## src/rtl/icache_pkg.sv

```systemverilog
package icache_pkg;

  localparam int line_bytes = 8;
  localparam int offset_bits = 3;

  typedef logic [31:0] addr_t;
  typedef logic [63:0] word_t;
  typedef logic [3:0]  mem_tag_t;
  typedef logic [3:0]  queue_pos_t;

  typedef enum logic [1:0] {
    bus_none = 2'd0,
    bus_load = 2'd1
  } bus_cmd_e;

  // life of one miss queue slot
  typedef enum logic [1:0] {
    ent_empty  = 2'd0,
    ent_wait   = 2'd1,
    ent_issued = 2'd2,
    ent_skip   = 2'd3
  } entry_state_e;

  typedef struct packed {
    addr_t        line_addr;
    entry_state_e state;
    mem_tag_t     tag;
  } queue_entry_t;

  typedef struct packed {
    logic       valid;
    queue_pos_t pos;
    addr_t      line_addr;
  } issue_slot_t;

  typedef struct packed {
    logic       valid;
    logic       skip;
    queue_pos_t pos;
    mem_tag_t   tag;
  } issue_result_t;

  typedef struct packed {
    mem_tag_t tag;
    word_t    data;
  } fill_t;

  typedef struct packed {
    logic  valid;
    addr_t line_addr;
  } enq_req_t;

endpackage

```

## src/rtl/mem_issuer.sv

```systemverilog
`timescale 1ns/1ps

module mem_issuer (
  input  logic                      clock,
  input  logic                      reset,
  input  icache_pkg::issue_slot_t   slot,
  output icache_pkg::addr_t         probe_addr,
  input  logic                      probe_hit,
  output icache_pkg::issue_result_t result,
  output icache_pkg::bus_cmd_e      mem_cmd,
  output icache_pkg::addr_t         mem_addr,
  input  icache_pkg::mem_tag_t      mem_response
);

  typedef enum logic {
    st_idle,
    st_request
  } state_e;

  state_e            state;
  icache_pkg::addr_t held_addr;
  logic              held_match;
  logic              granted;

  assign probe_addr = slot.line_addr;

  // the held entry stays oldest waiting, slot.pos follows it down the queue
  assign held_match = slot.valid && (slot.line_addr == held_addr);
  assign granted    = (state == st_request) && held_match && (mem_response != '0);

  assign mem_cmd  = (state == st_request && held_match) ? icache_pkg::bus_load
                                                        : icache_pkg::bus_none;
  assign mem_addr = (state == st_request) ? held_addr : '0;

  always_comb begin
    result = '0;
    if (state == st_idle && slot.valid && probe_hit) begin
      result.valid = 1'b1;
      result.skip  = 1'b1;
      result.pos   = slot.pos;
    end else if (granted) begin
      result.valid = 1'b1;
      result.pos   = slot.pos;
      result.tag   = mem_response;
    end
  end

  //////////////////////////////
  // FSM
  //////////////////////////////

  always_ff @(posedge clock) begin
    if (reset) begin
      state <= st_idle;
    end else begin
      case (state)
        st_idle: begin
          if (slot.valid && !probe_hit) begin
            state <= st_request;
          end
        end
        st_request: begin
          if (granted || !held_match) begin
            state <= st_idle;
          end
        end
        default: state <= st_idle;
      endcase
    end
  end

  always_ff @(posedge clock) begin
    if (state == st_idle && slot.valid && !probe_hit) begin
      held_addr <= slot.line_addr;
    end
  end

  // busy memory, so the same load comes back next cycle
  a_busy_retry: assert property (
    @(posedge clock) disable iff (reset)
    (state == st_request && mem_cmd == icache_pkg::bus_load && mem_response == '0)
      |=> (mem_cmd == icache_pkg::bus_load && $stable(mem_addr))
  );

endmodule

```

## config.mk

```make
export PLATFORM = sky130hd
export DESIGN_NAME = mem_issuer
export DESIGN_NICKNAME = d
export VERILOG_FILES = /design/src/rtl/icache_pkg.sv /design/src/rtl/mem_issuer.sv
export SDC_FILE = /design/constraint.sdc
export NUM_CORES = 1
export LEC_CHECK = 0
export BUFFER_PORTS_ARGS = -buffer_cell sky130_fd_sc_hd__buf_4
export CORE_ASPECT_RATIO = 1.25
export CORE_UTILIZATION = 47
export CTS_CLUSTER_SIZE = 8
export DETAILED_ROUTE_END_ITERATION = 12
export PLACE_DENSITY = 0.86
export SYNTH_ARGS = -nofsm -noshare
export SYNTH_HDL_FRONTEND = slang
export SYNTH_SLANG_ARGS = --single-unit
export TNS_END_PERCENT = 100
```

## constraint.sdc

```tcl
create_clock -name clock -period 3.61 [get_ports clock]
set_input_delay 0.5415 -clock clock [delete_from_list [all_inputs] [get_ports clock]]
set_output_delay 0.5415 -clock clock [all_outputs]
set_load 0.02 [all_outputs]
```

Yosys cells after proc, flatten, opt, wreduce, memory -nomap -nowiden
Index checks and enable logic that the tools add are counted.
- add/subtract/negate cells: 0
- $mul: 0
- divide/modulo/power cells: 0
- magnitude comparators: 0
- equal/unequal tests: 1
- shift operators: 0
- mux-type cells: 11
- bitwise logic cells: 1
- reduce and logical (&&, ||, !) cells: 11
- operator list (cell ; number):
    32-bit == test ; 1
    32-bit two-way mux ; 1
    4-bit two-way mux ; 2
    8-bit two-way mux ; 1
    1-bit logical AND ; 7
    1-bit two-way mux ; 6
    4-bit nonzero test ; 1
    1-bit logical NOT ; 2
    1-bit one-hot mux with 2 select lines ; 1
    1-bit logical OR ; 1
    1-bit NOT ; 1
- register bits after elaboration: 33
- bits in latches: 0
- bits in writable memories: 0
- bits in read-only memories: 0
- output and inout port bits: 76
- logic and storage cells: 26
- memories: 0

Longest topological paths before layout
- depth in word-level cells: 7
- gate-level depth with buffers: 5

Least setup slack after synthesis
No wires, ideal clock.
- path type: input port to output port
- from: in slot[6] (netlist name)
- to: out result[0] (netlist name)
- data arrival time: 1.821 ns
- required time: 3.069 ns
- slack: 1.248 ns
- stages: 5
- buffers on the path: 0
- path through: xor2_1 > nor4_2 > nand4_1 > nor3_2 > and2_1
- RTL lines (element ; RTL line ; text):
    start, declared ; mem_issuer.sv:6 ; input icache_pkg::issue_slot_t slot,
    end, declared ; mem_issuer.sv:9 ; output icache_pkg::issue_result_t result,

==> impl_metrics.csv <==
group,metric,value,unit
run_status,status,"finished clean",
placement,portBuffers,118,
timing,holdWs,409,ps
timing,period_needed,2780,ps
global_route,grt_pass1_vias,1365,
worst_setup_path,critPathArrivalTime,2240,ps
timing,fmax,359,MHz
synthesis,synthSimpleGateAreaFrac,20.9,%
synthesis,yosysUniqueCellTypes,25,
routing,ant_nets,0,
floorplan,die_w,60.1,µm
worst_setup_path,crit_chain,"nand2_1 -> nor3_1 -> nand4b_2 -> a21boi_1 -> buf_4",
synthesis,netlist_instances,167,
synthesis,synth_nets,211,
synthesis,synth_mux_area_share,0,%
worst_setup_path,critical_path_depth,5,
synthesis,yosys.area.top_type_share,48.5,%
placement,pre_cts_slack,1060,ps
synthesis,synth_xor_area_share,14.2,%
synthesis,synth_commonest_cells,"36 x and2_1, 33 x buf_4, 32 x edfxtp_1",
clock_tree,postCtsSetupRepairBufs,0,
clock_tree,cts_buffers,5,
cells_and_area,fillerInstances,338,
worst_setup_path,regToRegStartpoint,"state",
timing,setup_slack,827,ps
floorplan,initial_core_util,48.7,%
pwr,p_per_area,325,mW/mm²
synthesis,ys_warn_count,0,
cells_and_area,areaGrowthSynthToFinish,39.7,%
pwr,pwr-share-clk,28.5,%
synthesis,ys_seq_elements,33,
pwr,p_switching,237,µW
routing,dr_total_vias,1455,
placement,gp_congestion,0.728,
timing,slew_viol_final,0,
min_path,whs_endpoint,"state",
worst_setup_path,path_class,"reg2out",
clock_tree,cts_tree,"yes",
flow_run,maxCapViolations,0,
global_route,grt_first_pass_wirelength,6160,µm
cells_and_area,nets,301,
floorplan,pin_count,120,
timing,final_hold_viol_count,0,
routing,drt-wirelength-per-cell,13.4,µm
cells_and_area,diodes,0,
pwr,pwr-share-seq,50.3,%
timing,maxSlewHeadroom,39.6,%
synthesis,async_reset_ff_share,0,%
cells_and_area,drive_gt1_share,51.9,%
synthesis,synth_top_family_by_area,"simple AND/OR/NAND/NOR gates",
pwr,leakage,0.00126,µW
clock_tree,clk_path_buf_depth,2,
worst_setup_path,end_kind,"output pin",
synthesis,syn_area,0.00198,mm²
floorplan,die_y,74.6,µm
worst_setup_path,crit_fanout,35,
min_path,hp-class,"in2reg",
min_path,min_from,"reset",
synthesis,synth_compound_area_share,1.77,%
min_path,min_path_cells,2,
worst_setup_path,reg2reg_slack,1600,ps
timing,finalSetupViolCount,0,
cells_and_area,instances_no_fill,314,
global_route,gr-total-overflow,0,
timing,rsz0062_at_grt,"no",
clock_tree,clk_latency,280,ps
global_route,antenna_found_initial,0,
synthesis,synth_area_leader_cell,"edfxtp_1",
clock_tree,clock-sinks,33,
placement,dp.cells,306,
timing,skew,8.83,ps
routing,drtIter0Drc,18,
clock_tree,cts.clk_slew.worst_paths,70,ps
worst_setup_path,crit_family,"flip-flops",
synthesis,synth_area_leaders,"edfxtp_1 49%, buf_4 13%, and2_1 11%",
clock_tree,holdBufCountCts,0,
pwr,peakVddDrop,268,µV
clock_tree,cts_root_buf,"clkbuf_8",
timing,tns,0,ps
worst_setup_path,start_kind,"register",
worst_setup_path,crit_buf_inv,1,
synthesis,seq_area_frac_synth,49.5,%
synthesis,synth_fa_ha_area_share,0,%
pwr,internal_power,662,µW
routing,drt_wl_total,4210,µm
clock_tree,cts-htree-levels,2,
floorplan,die_area,0.00448,mm²
worst_setup_path,slowest_delay,920,ps
clock_tree,ctsResizeCount,0,
placement,place_hpwl,3340,µm
worst_setup_path,crit_required,3070,ps
floorplan,row_count,26,
synthesis,synth-edff-count,32,
routing,avgViaCountPerCell,4.63,
synthesis,synth.most_common_cell,"and2_1",
timing,min_period_over_period,77.1,%
synthesis,synth_area_per_cell,11.9,µm²
routing,drc,0,
global_route,track_usage,19.3,%
floorplan,core_area,0.00407,mm²
worst_setup_path,critPathSlowestCell,"dfxtp_1",
synthesis,synth_ff_type,"edfxtp_1",
routing,first_pass_iters,3,
pwr,p_comb_share,21.2,%
worst_setup_path,r2r-end,"held_addr[6]",
worst_setup_path,reg2reg_depth,3,
pwr,swShare,26.3,%
global_route,grt_max_degree,36,
timing,worst_slew_pin_slew,905,ps
[worst reg2reg max path: cells and delay by family, from the launching register on]
family	cells	cell delay (ps)
buf+inv	2	440
flops	1	610
simple gates	1	610
[layer usage]
layer  vias up  track usage (%)  wire [µm]
met5         -                0          0
met4         0             10.6         70
met3         5             4.87        261
met2        64             35.9       2400
met1       667             19.1       1480
li1        719                -          -
[layout make-up]
| cell class | instances | area (µm²) | share of cell area, % |
|---|---|---|---|
| flip-flops and latches | 33 | 981 | 35.5 |
| repair buffers | 119 | 893 | 32.3 |
| multi-input cells | 96 | 733 | 26.5 |
| well taps | 56 | 70.1 | 2.53 |
| clock buffers | 5 | 68.8 | 2.49 |
| clock inverters | 3 | 12.5 | 0.452 |
| inverters | 2 | 7.51 | 0.271 |
[placed cells by master (no fill, tap or decap), types with 3 or more instances in the layout]
cell type and count:
and2_1 36, nor4_2 6, nand4_1 3, a21boi_1 4, xnor2_1 7, edfxtp_1 32, xor2_1 25, buf_4 119
clkbuf_8 5
[power groups by stage]
stage,Clock [µW],Sequential (µW),Combinational [µW]
floorplan,0,456,118
global placement,0,460,190
detailed placement,0,461,193
CTS,269,453,193
global route,283,454,204
finish,256,452,191
[flip-flops by register name (all words and copies together) (netlist names)]
signal / flops
held_addr: 32
state: 1
[stage by stage]
step | area, µm² | power, µW | utilization, %
after floorplan | 1980 | 573 | -
after global placement | 2690 | 649 | 66.0
after detailed placement | 2690 | 654 | 66.0
after CTS | 2770 | 915 | 68.0
after global routing | 2770 | 942 | 68.0
final | 2770 | 899 | 68.0
[how the worst max path moves through the flow]
stage,start,to,slack (ps)
floorplan,slot[6],result[0],1250
global route,state,result[6],560
global placement,slot[23],result[7],1100
finish,state,result[6],830
CTS,state,result[6],780
detailed placement,slot[28],result[6],1060
[cell families after synthesis]
group / Yosys count
xor+xnor: 32
compound gates: 5
other cells: 1
simple gates: 58
flops: 33
buf+inv: 38
Note: power is estimated with default switching activity, not from simulation.
