==> config.mk <==
export PLATFORM = sky130hd
export DESIGN_NAME = icache_mem
export DESIGN_NICKNAME = d
export VERILOG_FILES = /design/src/rtl/icache_pkg.sv /design/src/rtl/icache_mem.sv
export SDC_FILE = /design/constraint.sdc
export NUM_CORES = 2
export LEC_CHECK = 0
export ABC_AREA = 1
export BUFFER_PORTS_ARGS = -buffer_cell sky130_fd_sc_hd__buf_2
export CAP_MARGIN = 20
export CORE_AREA = 2 2 621 623
export CTS_CLUSTER_SIZE = 8
export DETAILED_ROUTE_END_ITERATION = 16
export DIE_AREA = 0 0 623 625
export GPL_ROUTABILITY_DRIVEN = 0
export HOLD_SLACK_MARGIN = 0.15
export PLACE_DENSITY_LB_ADDON = 0.15
export SYNTH_ARGS = -nofsm -noshare
export SYNTH_HDL_FRONTEND = slang
export SYNTH_SLANG_ARGS = --single-unit
==> constraint.sdc <==
create_clock -name clock -period 4.15 [get_ports clock]
set_input_delay 0.2075 -clock clock [delete_from_list [all_inputs] [get_ports clock]]
set_output_delay 0.2075 -clock clock [all_outputs]
set_load 0.02 [all_outputs]
==> src/rtl/icache_pkg.sv <==
package icache_pkg;

  localparam int line_bytes = 8;
  localparam int offset_bits = 3;

  typedef logic [31:0] addr_t;
  typedef logic [63:0] word_t;
  typedef logic [3:0]  mem_tag_t;
  typedef logic [3:0]  queue_pos_t;

  typedef enum logic [1:0] {
    bus_none = 2'd0,
    bus_load = 2'd1
  } bus_cmd_e;

  // life of one miss queue slot
  typedef enum logic [1:0] {
    ent_empty  = 2'd0,
    ent_wait   = 2'd1,
    ent_issued = 2'd2,
    ent_skip   = 2'd3
  } entry_state_e;

  typedef struct packed {
    addr_t        line_addr;
    entry_state_e state;
    mem_tag_t     tag;
  } queue_entry_t;

  typedef struct packed {
    logic       valid;
    queue_pos_t pos;
    addr_t      line_addr;
  } issue_slot_t;

  typedef struct packed {
    logic       valid;
    logic       skip;
    queue_pos_t pos;
    mem_tag_t   tag;
  } issue_result_t;

  typedef struct packed {
    mem_tag_t tag;
    word_t    data;
  } fill_t;

  typedef struct packed {
    logic  valid;
    addr_t line_addr;
  } enq_req_t;

endpackage

==> src/rtl/icache_mem.sv <==
`timescale 1ns/1ps

module icache_mem #(
  parameter int set_bits = 5
) (
  input  logic              clock,
  input  logic              reset,
  input  icache_pkg::addr_t rd1_addr,
  input  icache_pkg::addr_t rd2_addr,
  output icache_pkg::word_t rd1_data,
  output logic              rd1_hit,
  output logic              rd2_hit,
  input  logic              wr_en,
  input  icache_pkg::addr_t wr_addr,
  input  icache_pkg::word_t wr_data
);

  localparam int num_sets = 2 ** set_bits;
  localparam int tag_bits = 32 - icache_pkg::offset_bits - set_bits;

  logic [num_sets-1:0] valid_arr;
  logic [tag_bits-1:0] tag_arr [num_sets];
  icache_pkg::word_t   data_arr [num_sets];

  logic [set_bits-1:0] rd1_idx;
  logic [set_bits-1:0] rd2_idx;
  logic [set_bits-1:0] wr_idx;
  logic [tag_bits-1:0] rd1_tag;
  logic [tag_bits-1:0] rd2_tag;
  logic [tag_bits-1:0] wr_tag;

  // byte offset bits are dropped, the rest splits into index and tag
  assign rd1_idx = rd1_addr[icache_pkg::offset_bits +: set_bits];
  assign rd2_idx = rd2_addr[icache_pkg::offset_bits +: set_bits];
  assign wr_idx  = wr_addr[icache_pkg::offset_bits +: set_bits];
  assign rd1_tag = rd1_addr[icache_pkg::offset_bits + set_bits +: tag_bits];
  assign rd2_tag = rd2_addr[icache_pkg::offset_bits + set_bits +: tag_bits];
  assign wr_tag  = wr_addr[icache_pkg::offset_bits + set_bits +: tag_bits];

  //////////////////////////////
  // lookup ports
  //////////////////////////////

  assign rd1_hit  = valid_arr[rd1_idx] && (tag_arr[rd1_idx] == rd1_tag);
  assign rd1_data = data_arr[rd1_idx];
  assign rd2_hit  = valid_arr[rd2_idx] && (tag_arr[rd2_idx] == rd2_tag);

  //////////////////////////////
  // fill port
  //////////////////////////////

  always_ff @(posedge clock) begin
    if (reset) begin
      valid_arr <= '0;
      for (int i = 0; i < num_sets; i++) begin
        tag_arr[i]  <= '0;
        data_arr[i] <= '0;
      end
    end else if (wr_en) begin
      valid_arr[wr_idx] <= 1'b1;
      tag_arr[wr_idx]   <= wr_tag;
      data_arr[wr_idx]  <= wr_data;
    end
  end

  // fill address comes from the queue head
  a_wr_addr_known: assert property (
    @(posedge clock) disable iff (reset)
    wr_en |-> !$isunknown(wr_addr)
  );

endmodule

Word level (Yosys, flattened, before mapping)
Memories as Yosys holds them, arrays and structs flattened.
Index checks and enable logic that the tools add are counted.
{"block": "op_classes", "order_cmp": 4, "n_eq_ne": 2, "mux": 17, "n_bitwise": 1, "reduce_logical": 5}
{"cell": "64-bit 2-to-1 mux", "count": 1}
{"cell": "64-bit OR reduction", "count": 1}
{"cell": "24-bit equality test", "count": 2}
{"cell": "32-bit bitwise OR", "count": 1}
{"cell": "24-bit 2-to-1 mux", "count": 1}
{"cell": "24-bit OR reduction", "count": 1}
{"cell": "5-bit by 6-bit < comparator with 1-bit output, second input constant", "count": 3}
{"cell": "1-bit binary-select mux with 5-bit select", "count": 2}
{"cell": "1-bit 2-to-1 mux", "count": 10}
{"cell": "5-bit 2-to-1 mux", "count": 2}
{"cell": "1-bit demux with 5-bit select", "count": 1}
{"cell": "5-bit by 1-bit greater-or-equal comparator with 1-bit output, second input constant", "count": 1}
{"cell": "1-bit logical AND", "count": 3}
{"block": "word_totals", "reg_bits": 32, "ramBits": 2816, "in_bits": 163, "out_inout_bits": 66, "elab_cells": 32, "n_memories": 2}
{"memory": "data_arr", "words": 32, "word_bits": 64, "read_ports": 1, "rd_ports_with_merged_regs": 0, "wr": 32, "line": "icache_mem.sv:23", "text": "icache_pkg::word_t data_arr [num_sets];"}
{"memory": "tag_arr", "words": 32, "word_bits": 24, "read_ports": 2, "rd_ports_with_merged_regs": 0, "wr": 32, "line": "icache_mem.sv:22", "text": "logic [tag_bits-1:0] tag_arr [num_sets];"}

Depth between registers and ports, before layout
{"block": "depth", "depth_word": 5, "ltp_mapped": 18, "ltp_nobuf": 15}

Least setup slack after synthesis
OpenSTA, ideal clock, no wires.
{"block": "synth_path", "kind": "input to register", "from": "input port reset", "to": "memory data_arr[10][0] in the netlist's numbering, enable pin", "setup_time_ns": 0.449, "arrival_time_ns": 3.020, "required_ns": 3.701, "slack_ns": 0.681, "cell_stages": 6, "path_buffers": 1, "path_cell_list": "inv_1 > nand2_1 > nor2_1 > nand2_1 > clkbuf_1 > nand2_1"}
{"item": "start: declaration", "line": "icache_mem.sv:7", "text": "input logic reset,"}
{"item": "end: declaration", "line": "icache_mem.sv:23"}

==> out/metrics.cfg <==
[status]
status = finished clean

[synthesis]
post_synth_and_or_nand_nor_area_fraction_pct = 23.1
muxShareOfSynthArea_pct = 0
synth_largest_area_cell = edfxtp_1
ys_ff_latch = 2848
synth_top_family_by_area = simple AND/OR/NAND/NOR gates
synth_xor_area_share_pct = 0.00656
async_flop_share_pct = 0
seq_area_frac_synth_pct = 63.8
synthTopCellsByArea = edfxtp_1, nor2_1, nand2_1
ys_warn_count = 0
syn_area_per_cell_um2 = 9.51
synth_fa_ha_area_share_pct = 0
synthesis.nets = 14200
synth_edf_count = 2816
synth_ff_type = edfxtp_1
synth.most_common_cell = nor2_1
synth_cells = 14000
synth_compound_area_share_pct = 8.19
synth_common_cells = nor2_1, edfxtp_1, nand2_1
netlist_area_um2 = 133000
synth.distinct_cells = 35
synth_top_cell_area_share_pct = 63.4

[timing]
hold_ws_ns = 0.165
period_needed_ns = 3.83
rsz0062_at_grt = no
tns_ns = 0
worst_pin_slew_ns = 1.30
slew_viol_final = 0
hold_violations = 0
fin_crit_sh_pct = 92.3
clock_skew_ns = 0
max_slew_margin_pct = 13.3
setup_viol = 0
fin_ws_ns = 0.318
fmax_ghz = 0.261

[grt]
grt_pass1_vias = 102000
use_met1_pct = 37.8
use_met2_pct = 44.0
antenna_found_initial = 11
grt_busiest_layer = met2
globalRouteMet3Util_pct = 3.87
grt-ovfl-total = 0
grt_pass1_wl_um = 775000
grtUsageTotal_pct = 27.4
grt_max_degree = 134

[clock_network]
cts_buffers = 396
cts_tree = yes
insertion_delay_ns = 0.95
hold_buffers = 81
root_buffer = clkbuf_16
ctsResizeCount = 0
h-tree-depth = 5
numClockSinks = 2848
post_cts_buffers = 0
clockBufferDepth = 4
clkTransAtPathRegs_ns = 0.06

[worst_setup_path]
crit_top_cell = nand2_1
cp_slowest_stage_delay_ns = 0.46
start_kind = flop
rr_worst_depth = 2
reg2reg_slack_ns = 3.52
cp_max_fo = 2
slowest_stage = nor2_1
r2r-start = valid_arr[1]
cp-endpoint = rd1_hit
cp_cell_sequence = nand2_1, nand3_1, nand3_1, nand2_1, nand2_1, nand3_1, nand2_1, o21ai_0, nor2_1, nand2_1, nor2_1, nand2_1, nor2_1, buf_2
required_ns = 3.94
arrival_ns = 3.62
startpoint = tag_arr[0][3]
rr_endpoint = valid_arr[1]
crit_path_end_kind = output pin
worstSetupPathType = flop to output pin

[run]
max_cap_violations = 0

[power_and_ir_drop]
p_int_mw = 52.3
power.switching_mw = 18.3
ir_worst_vdd_uv = 310
p_seq_share_pct = 47.6
power.density_nw_per_um2 = 460
swShare_pct = 26.0
clockPowerShare_pct = 42.1
pwr-share-comb_pct = 10.2
p_leak_nw = 57.5

[routing]
drc = 0
firstDrtPassIters = 8
avgViaCountPerCell = 5.69
wl_per_cell_um = 28.8
totalWireLength_um = 547000
drt_iter0_markers = 12700
antenna_left = 0
num_vias = 108000

[floorplanning]
die_y_um = 625
core_region_area_um2 = 384000
die_w_um = 623
io_pins = 229
initial_utilization_pct = 34.8
die_area_um2 = 389000
num_rows = 228

[placement]
io_buffers = 219
dpl.hpwl_um = 271000
pre_cts_slack_ns = 0.477

[final_layout]
area.growth.synth_to_final_pct = 14.9
fin_nets = 14000
fill_cells = 37300
layout-drive-gt1-share_pct = 8.38

[min_path]
whs_path_depth = 4
holdCritPathClass = input pin to flop

[power groups by stage]
stage                     Clock, mW  Sequential (mW)  Combinational, mW
after detailed placement          0             34.2               6.99
after global placement            0             34.2               6.93
after CTS                      30.1             33.6               7.06
after global routing           31.1             33.8               7.69
after floorplan                   0             34.2               3.94
final                          29.7             33.6               7.22
[worst max-delay path: cells and delay by family (launching register included)]
kind	cells	cell delay, ns
and+or+nand+nor	12	1.82
buffers and inverters	1	0.26
DFF	1	0.41
AOI/OAI and AO/OA	1	0.10
[layout make-up]
cell class,count,area [µm²],area share [%]
multi-input combinational,9704,42300,27.6
sequential,2848,85200,55.6
clock inverter,27,433,0.282
tap,5060,6330,4.13
inverter,143,612,0.399
antenna,5,12.5,0.00816
timing repair buffer,752,8210,5.36
clock buffer,437,10200,6.66
[cells in the final DEF, fill, tap and decap left out, types with 3 or more instances in the layout]
cell / count
clkbuf_16: 403
dlygate4sd3_1: 91
clkinv_1: 3
buf_12: 151
buf_4: 246
nand3_1: 1372
buf_8: 6
o211ai_1: 18
nor2_1: 4046
inv_16: 6
buf_2: 210
a21oi_1: 55
clkbuf_1: 34
inv_1: 132
o21bai_1: 3
edfxtp_1: 2816
buf_16: 46
nand2_4: 64
nor3_1: 8
o21ai_0: 1158
dfxtp_1: 32
diode_2: 5
clkinv_16: 7
clkinv_2: 5
a31oi_1: 22
o21ai_1: 100
o31ai_1: 21
nand2_1: 2224
nand3b_1: 23
o22ai_1: 487
inv_8: 4
inv_6: 10
o221ai_1: 93
[cells by family after synthesis]
kind of cell,after synthesis
AO/OA/AOI/OAI,1963
XOR/XNOR,1
buffers and inverters,1480
flip-flops,2848
AND/OR/NAND/NOR,7740
[worst min path at each step]
stage                            start               end  slack, ns
after floorplan                  reset      valid_arr[1]       0.31
after global placement    valid_arr[8]      valid_arr[8]       0.45
after detailed placement  valid_arr[8]      valid_arr[8]       0.45
after CTS                        wr_en  data_arr[24][58]       0.15
after global routing       wr_data[27]  data_arr[11][27]       0.17
final                      wr_data[42]   data_arr[5][42]       0.17
[per-layer routing]
metal  wire length (µm)  share of wire (%)
met1             228000                 42
met4              21000                3.8
met5                  0                  0
met3              45300                8.3
met2             253000                 46
[metrics by stage]
| stage | area [µm²] | instances | util, % | power [mW] |
|---|---|---|---|---|
| floorplan | 133000 | 14000 | - | 38.1 |
| global placement | 140000 | 18400 | 36.6 | 41.1 |
| detailed placement | 141000 | 18400 | 36.7 | 41.2 |
| CTS | 152000 | 18900 | 39.7 | 70.8 |
| global route | 153000 | 19000 | 40.0 | 72.6 |
| finish | 153000 | 19000 | 40.0 | 70.6 |
[registers in the layout, summed over array words and instances (netlist names)]
name / cells
data_arr: 2048
tag_arr: 768
valid_arr: 32
(Power assumes the default switching activity.)
