**src/rtl/icache_pkg.sv**
```systemverilog
package icache_pkg;

  localparam int line_bytes = 8;
  localparam int offset_bits = 3;

  typedef logic [31:0] addr_t;
  typedef logic [63:0] word_t;
  typedef logic [3:0]  mem_tag_t;
  typedef logic [3:0]  queue_pos_t;

  typedef enum logic [1:0] {
    bus_none = 2'd0,
    bus_load = 2'd1
  } bus_cmd_e;

  // life of one miss queue slot
  typedef enum logic [1:0] {
    ent_empty  = 2'd0,
    ent_wait   = 2'd1,
    ent_issued = 2'd2,
    ent_skip   = 2'd3
  } entry_state_e;

  typedef struct packed {
    addr_t        line_addr;
    entry_state_e state;
    mem_tag_t     tag;
  } queue_entry_t;

  typedef struct packed {
    logic       valid;
    queue_pos_t pos;
    addr_t      line_addr;
  } issue_slot_t;

  typedef struct packed {
    logic       valid;
    logic       skip;
    queue_pos_t pos;
    mem_tag_t   tag;
  } issue_result_t;

  typedef struct packed {
    mem_tag_t tag;
    word_t    data;
  } fill_t;

  typedef struct packed {
    logic  valid;
    addr_t line_addr;
  } enq_req_t;

endpackage

```
**src/rtl/miss_queue.sv**
```systemverilog
`timescale 1ns/1ps

module miss_queue #(
  parameter int queue_depth    = 8,
  parameter int prefetch_lines = 2
) (
  input  logic                                        clock,
  input  logic                                        reset,
  input  icache_pkg::enq_req_t     [prefetch_lines:0] enq,
  output icache_pkg::queue_entry_t [queue_depth-1:0]  entries,
  output icache_pkg::issue_slot_t                     slot,
  input  icache_pkg::issue_result_t                   result,
  input  icache_pkg::fill_t                           fill,
  output logic                                        wr_en,
  output icache_pkg::addr_t                           wr_addr,
  output icache_pkg::word_t                           wr_data
);

  localparam int tail_bits = $clog2(queue_depth + 1);

  icache_pkg::queue_entry_t [queue_depth-1:0] q;
  icache_pkg::queue_entry_t [queue_depth-1:0] q_next;
  logic [tail_bits-1:0] tail;
  logic [tail_bits-1:0] tail_next;
  logic pop_fill;
  logic pop_skip;
  logic pop;

  // memory returns in issue order, so only the head can match
  assign pop_fill = (q[0].state == icache_pkg::ent_issued) &&
                    (fill.tag != '0) && (fill.tag == q[0].tag);
  assign pop_skip = (q[0].state == icache_pkg::ent_skip);
  assign pop      = pop_fill || pop_skip;

  assign wr_en   = pop_fill;
  assign wr_addr = q[0].line_addr;
  assign wr_data = fill.data;
  assign entries = q;

  // oldest entry still waiting to go out
  always_comb begin
    slot = '0;
    for (int i = queue_depth - 1; i >= 0; i--) begin
      if (q[i].state == icache_pkg::ent_wait) begin
        slot.valid     = 1'b1;
        slot.pos       = icache_pkg::queue_pos_t'(i);
        slot.line_addr = q[i].line_addr;
      end
    end
  end

  //////////////////////////////
  // pop, update, append
  //////////////////////////////

  always_comb begin
    icache_pkg::queue_pos_t res_pos;
    q_next    = q;
    tail_next = tail;
    res_pos   = result.pos;

    if (pop) begin
      for (int i = 0; i < queue_depth - 1; i++) begin
        q_next[i] = q[i+1];
      end
      q_next[queue_depth-1] = '0;
      tail_next = tail - 1'b1;
      // result position was taken before the shift
      res_pos = result.pos - 1'b1;
    end

    if (result.valid) begin
      if (result.skip) begin
        q_next[res_pos].state = icache_pkg::ent_skip;
      end else begin
        q_next[res_pos].state = icache_pkg::ent_issued;
        q_next[res_pos].tag   = result.tag;
      end
    end

    // requests past a full queue are dropped
    for (int k = 0; k <= prefetch_lines; k++) begin
      if (enq[k].valid && tail_next < queue_depth) begin
        q_next[tail_next] = '{line_addr: enq[k].line_addr,
                              state:     icache_pkg::ent_wait,
                              tag:       '0};
        tail_next = tail_next + 1'b1;
      end
    end
  end

  always_ff @(posedge clock) begin
    if (reset) begin
      q    <= '0;
      tail <= '0;
    end else begin
      q    <= q_next;
      tail <= tail_next;
    end
  end

  a_tail_bound: assert property (
    @(posedge clock) disable iff (reset)
    tail <= queue_depth
  );

  // every returned fill must land on an issued head
  a_write_issued: assert property (
    @(posedge clock) disable iff (reset)
    (fill.tag != '0) |-> (q[0].state == icache_pkg::ent_issued && fill.tag == q[0].tag)
  );

endmodule

```
**config.mk**
```make
export PLATFORM = sky130hd
export DESIGN_NAME = miss_queue
export DESIGN_NICKNAME = d
export VERILOG_FILES = /design/src/rtl/icache_pkg.sv /design/src/rtl/miss_queue.sv
export SDC_FILE = /design/constraint.sdc
export NUM_CORES = 1
export LEC_CHECK = 0
export BUFFER_PORTS_ARGS = -buffer_cell sky130_fd_sc_hd__buf_2
export CORE_AREA = 5 5 235 237
export DETAILED_ROUTE_END_ITERATION = 6
export DIE_AREA = 0 0 240 242
export PLACE_DENSITY_LB_ADDON = 0.12
export SLEW_MARGIN = 30
export SYNTH_ARGS = -nofsm -noshare
export SYNTH_HDL_FRONTEND = slang
export SYNTH_SLANG_ARGS = --single-unit
```
**constraint.sdc**
```tcl
create_clock -name clock -period 8.44 [get_ports clock]
set_input_delay 1.688 -clock clock [delete_from_list [all_inputs] [get_ports clock]]
set_output_delay 1.688 -clock clock [all_outputs]
set_load 0.02 [all_outputs]
```
### Word level (Yosys, flattened, before mapping)

Index checks and enable logic that the tools add are counted.

| cells by class | value |
|---|---|
| order comparisons | 11 |
| muxes and demuxes | 35 |
| reductions and logical operators | 11 |
| $add $sub $neg | 5 |
| equal/unequal tests | 11 |

Operators with widths:

| kind | count |
|---|---|
| $bwmux 304 | 6 |
| $mux 304 | 6 |
| $demux 38 s3 | 5 |
| $mux 37 | 8 |
| $mux 38 | 3 |
| $lt 4x4->1 const B | 7 |
| $mux 4 | 6 |
| $eq 2x1->1 const B | 8 |
| $ge 4x1->1 const B | 4 |
| $add 4x1->4 const B | 3 |
| $logic_and 1x1->1 | 9 |
| $sub 4x1->4 const B | 2 |
| $mux 6 | 1 |
| $eq 2x2->1 const B | 2 |
| $eq 4x4->1 | 1 |
| $reduce_bool 4->1 | 1 |
| $logic_or 1x1->1 | 1 |

| storage, ports and cells | value |
|---|---|
| input bits | 179 |
| logic and storage cells | 98 |
| output and inout port bits | 438 |
| flip-flop bits (word level) | 308 |

### Longest topological paths before layout

| logic depth | value |
|---|---|
| depth in word-level cells | 19 |
| depth in mapped cells | 22 |
| gate-level depth less buffers | 19 |

### Least setup slack after synthesis

OpenSTA, ideal clock, no wires.

| timing | value |
|---|---|
| path kind | input to register |
| start point | in fill[67] (netlist name) |
| end point | reg q (netlist bit entries[196]) |
| cell stages on the path | 22 |
| slack | 1940 ps |
| data arrival time | 6363 ps |
| library setup time | 136 ps |
| buffers on the path | 3 |
| data required time | 8304 ps |
| cell sequence | xor2_1 -> or2_1 -> o31ai_1 -> mux2i_1 -> nand2_1 -> nor2_1 -> ha_1 -> nand2b_1 -> and3_1 -> o2bb2ai_1 -> a211oi_1 -> inv_1 -> clkbuf_1 -> ha_1 -> nand2b_1 -> and2_0 -> a21boi_1 -> nand2_1 -> clkbuf_1 -> clkbuf_1 -> o31ai_1 -> a31oi_1 |

| between the ends | value |
|---|---|
| word-level cells in the longest chain between the ends | 17 |
| elaborated cells between the ends (all ways) | 46 |
| those cells by class | 2 x add/sub; 9 x order compare; 1 x eq/ne; 24 x mux; 10 x reduce/logical |

RTL lines:

| what | RTL line | RTL |
|---|---|---|
| start: declaration | miss_queue.sv:13 | `input icache_pkg::fill_t fill,` |
| $reduce_bool 4->1 | miss_queue.sv:31 | `(fill.tag != '0) && (fill.tag == q[0].tag);` |
| $logic_and 1x1->1 | miss_queue.sv:30 | `assign pop_fill = (q[0].state == icache_pkg::ent_issued) &&` |
| $logic_and 1x1->1 (*) | miss_queue.sv:31 |  |
| $logic_or 1x1->1 (*) | miss_queue.sv:33 | `assign pop = pop_fill \|\| pop_skip;` |
| $mux 4 | miss_queue.sv:62 | `if (pop) begin` |
| $lt 4x4->1 | miss_queue.sv:83, miss_queue.sv:84 |  |
| $logic_and 1x1->1 | miss_queue.sv:83 | `if (enq[k].valid && tail_next < queue_depth) begin` |
| $mux 4 | miss_queue.sv:83 |  |
| $lt 4x4->1 | miss_queue.sv:83, miss_queue.sv:84 |  |
| $logic_and 1x1->1 | miss_queue.sv:83 |  |
| $mux 4 | miss_queue.sv:83 |  |
| $ge 4x1->1 (implied by the code) or $lt 4x4->1 (tied branches) | miss_queue.sv:84, miss_queue.sv:83 |  |
| $logic_and 1x1->1 (implied by the code) | miss_queue.sv:84 | `q_next[tail_next] = '{line_addr: enq[k].line_addr,` |
| $mux 38 (implied by the code) | miss_queue.sv:84 |  |
| $demux 38 s3 | miss_queue.sv:84 |  |
| $bwmux 304 | miss_queue.sv:84 |  |
| $mux 304 (*) | miss_queue.sv:83 |  |
| end signal: assignment | miss_queue.sv:97 | `q <= q_next;` |
| end: declaration | miss_queue.sv:21 | `icache_pkg::queue_entry_t [queue_depth-1:0] q;` |

Mark *: on every way between the ends. The rest lies on a longest branch, timed or not.
A chain may end at the register's enable or synchronous reset.

### Worst setup path in the final report

| timing | value |
|---|---|
| start point | in fill[65] (netlist name) |
| end point | reg q (netlist bit entries[253]) |

Same word-level chain as after synthesis.

==> qor.yml <==
run_status:
  result_of_the_run: "finished, violations left"
  violated_checks: "design-rule violations"
clock_network:
  post-cts-setup-buffers: 0
  root_buffer: "sky130_fd_sc_hd__clkbuf_16"
  cts-htree-levels: 2
  cts-root-to-sink-buffers: 3
  clk-insertion-delay-late_ns: 0.57
  clkTransAtPathRegs_ns: 0.06
  clock_sinks: 308
  clock_tree_from_tritoncts: "built"
  cts_hold_repair.buffers: 0
  tritoncts_buffers: 39
  cts_repair_resize_count: 0
synth:
  mappedNetlistNets: 3213
  synthesized_instance_count: 3026
  synth-seq-area-share: 0.277
  post-synth-top-area-cell: "sky130_fd_sc_hd__dfxtp_1"
  ys_seq_elements: 308
  synth-edff-count: 0
  synth.avg_cell_area_um2: 7.35
  mappedNetlistArea_um2: 22200
  synth.top_cell.area_share: 0.277
  yosys.cell_types.count: 70
  yosys_warnings: 0
  synth_area_leaders: "sky130_fd_sc_hd__dfxtp_1 28%, sky130_fd_sc_hd__mux2i_1 14%, sky130_fd_sc_hd__nand2_1 9.7%"
  ys.flop_type: "sky130_fd_sc_hd__dfxtp_1"
  synth_async_sr_flop_share: 0
drt:
  met3RoutedLength_um: 14400
  met2_wirelength_um: 50100
  routedWlPerCell_um: 29.1
  vias_per_cell: 6.69
  drt-pass1-iter-count: 7
  drt-initial-drc-count: 3724
  drt-met1-wl_um: 43500
  total_via_count_in_the_routed_design: 26153
  ant_nets: 0
  topRoutingLayerUsed: "met5"
  post-route-drc-count: 1
  wirelength_um: 114000
setup_path:
  setup.worst_path.class: "in2reg"
  timing.critical_path.required_ns: 8.92
  worstPathMaxFanout: 33
  arrival_ns: 8.06
  cpPeakStageDelay_ns: 0.67
  critical_path.startpoint_type: "primary input"
  critPathCaptureType: "register"
  slowest_stage: "sky130_fd_sc_hd__nand2b_2"
  crit_path_cell_trace: "buf_2 -> xnor2_1 -> nand4b_1 -> o31ai_4 -> mux2i_1 -> nand2_1 -> nor2_1 -> ha_1 -> nand2b_1 -> and3_1 -> o2bb2ai_1 -> a211oi_1 -> inv_1 -> ha_1 -> nand2b_1 -> and2_0 -> a21boi_4 -> buf_4 -> and2_1 -> nand2b_2 -> a311oi_1"
sta:
  min_period_ns: 7.58
  tightestPinTransition_ns: 1.07
  maxSlewViolCount: 0
  rsz0062_at_grt: "no"
  timing.final.hold_violations: 0
  report.final.setup_viol: 0
  slew_headroom: 0.284
  fin_setup_tns_ns: 0
  clock.fmax_ghz: 0.132
  final_cycle_share: 0.898
  worst_clock_skew_ns: 0.0172
global_routing:
  grt_pass1_wl_um: 165000
  grt-ovfl-total: 0
  grt_antenna_before_repair: 9
  first_global_vias: 24689
  grt_total_usage: 0.366
  largest_net_degree_at_the_start_of_global_routing: 169
cells_and_area:
  utilization: 0.483
  area_growth_pct: 15.4
  final_layout_size_suffix_gt1_frac: 0.205
  final_area_um2: 25700
  most-common-layout-cells: "571 x sky130_fd_sc_hd__nand2_1, 486 x sky130_fd_sc_hd__buf_2, 316 x sky130_fd_sc_hd__mux2i_1"
  post_layout_nonfiller_instances: 3911
  final_common_cell: "sky130_fd_sc_hd__nand2_1"
  design.final.nets: 3368
placed_design:
  numPortBuffers: 487
  dpl-instance-area_um2: 24300
  hpwlAfterDp_um: 70900
  placed_cells_incl_taps: 3832
  place_congestion: 0.883
pwr:
  p_leak_nw: 12.2
  power_per_cell_area_nw_per_um2: 426
  ir_worst_vdd_uv: 416
job:
  drv_cap: 0
floorplanning:
  floorplan.initialDensity: 0.419
  die_width_um: 240
  chipHeight_um: 242
  area_of_the_die_um2: 58100
  boundaryPins: 617
  core_region_area_um2: 53100
  placement_rows: 85
min_path:
  worst_hold_path_type: "reg2reg"
## registers in the layout, indices dropped and copies added, names as in the netlist
signal,flops
wr_addr,32
entries,272
tail,4
## cell type report
cell class	count	area [µm²]
fillers	5288	27400
well taps	696	871
inverters	46	175
clock buffers	61	1190
diodes	9	22.5
repair buffers	547	3040
multi-input cells	2239	14200
flip-flops and latches	308	6170
clock inverters	5	31.3
## routing by layer
layer  vias to the layer above  track usage
met1                     12450        0.474
met3                       410        0.110
li1                      11309            -
met2                      1980        0.559
met4                         4        0.167
met5                         -            0
## logic make-up (layout without fill, tap and decap cells)
group | after synthesis | after routing | share of synthesized area
AO/OA/AOI/OAI | 890 | 890 | 0.268
XOR/XNOR | 13 | 13 | 0.00675
adder cells (fa/ha/maj) | 8 | 8 | 0.00450
buffers and inverters | 479 | 659 | 0.100
flip-flops | 308 | 308 | 0.277
multiplexers | 320 | 320 | 0.145
other | 1 | 10 | 0.000169
AND/OR/NAND/NOR | 1007 | 1007 | 0.198
## metrics by stage
| stage | worst slack, ns | hold slack, ns | total power, mW |
|---|---|---|---|
| after floorplan | 1.94 | 0.559 | 6.61 |
| after global routing | 0.503 | 0.532 | 11.4 |
| final | 0.860 | 0.508 | 10.9 |
| after global placement | 0.664 | 0.492 | 8.90 |
| after CTS | 1.06 | 0.505 | 10.7 |
| after detailed placement | 0.473 | 0.495 | 9.03 |
## cells in the mapped netlist, types with 15 or more instances
cell type and instances:
sky130_fd_sc_hd__a21oi_1 113, sky130_fd_sc_hd__a221oi_1 98, sky130_fd_sc_hd__a31oi_1 129, sky130_fd_sc_hd__buf_1 40, sky130_fd_sc_hd__buf_2 19, sky130_fd_sc_hd__buf_4 103, sky130_fd_sc_hd__clkbuf_1 268, sky130_fd_sc_hd__dfxtp_1 308
sky130_fd_sc_hd__inv_1 45, sky130_fd_sc_hd__mux2i_1 317, sky130_fd_sc_hd__nand2_1 577, sky130_fd_sc_hd__nand2b_1 15, sky130_fd_sc_hd__nand3_1 180, sky130_fd_sc_hd__nand3b_1 36, sky130_fd_sc_hd__nor2_1 103, sky130_fd_sc_hd__nor3_1 43
sky130_fd_sc_hd__o211ai_1 200, sky130_fd_sc_hd__o21ai_0 196, sky130_fd_sc_hd__o22ai_1 33, sky130_fd_sc_hd__o311ai_0 32, sky130_fd_sc_hd__o31ai_1 37
## worst max-delay path: cells and delay by family
family | cells | cell delay, ns
buffers and inverters | 3 | 0.85
AOI/OAI and AO/OA | 5 | 1.91
and+or+nand+nor | 9 | 2.28
adders and majority gates | 2 | 0.63
xor gates and xnor gates | 1 | 0.19
muxes | 1 | 0.48
## worst paths after layout
kind,start,end,slack [ns],cells after the start
max,fill[65],entries[253]$_SDFF_PP0_,0.86,21
min,entries[266]$_SDFF_PP0_,entries[266]$_SDFF_PP0_,0.51,2
max reg2reg,entries[1]$_SDFF_PP0_,entries[253]$_SDFF_PP0_,1.72,20
min reg2reg,entries[266]$_SDFF_PP0_,entries[266]$_SDFF_PP0_,0.51,2
## report_power, final
group / internal (mW) / switching (mW) / total [mW]
Sequential: 1.96 / 0.713 / 2.67
Clock: 0.964 / 0.704 / 1.67
Combinational: 2.11 / 4.48 / 6.59
Total: 5.03 / 5.90 / 10.9
Power figures use the tool's default switching activity.
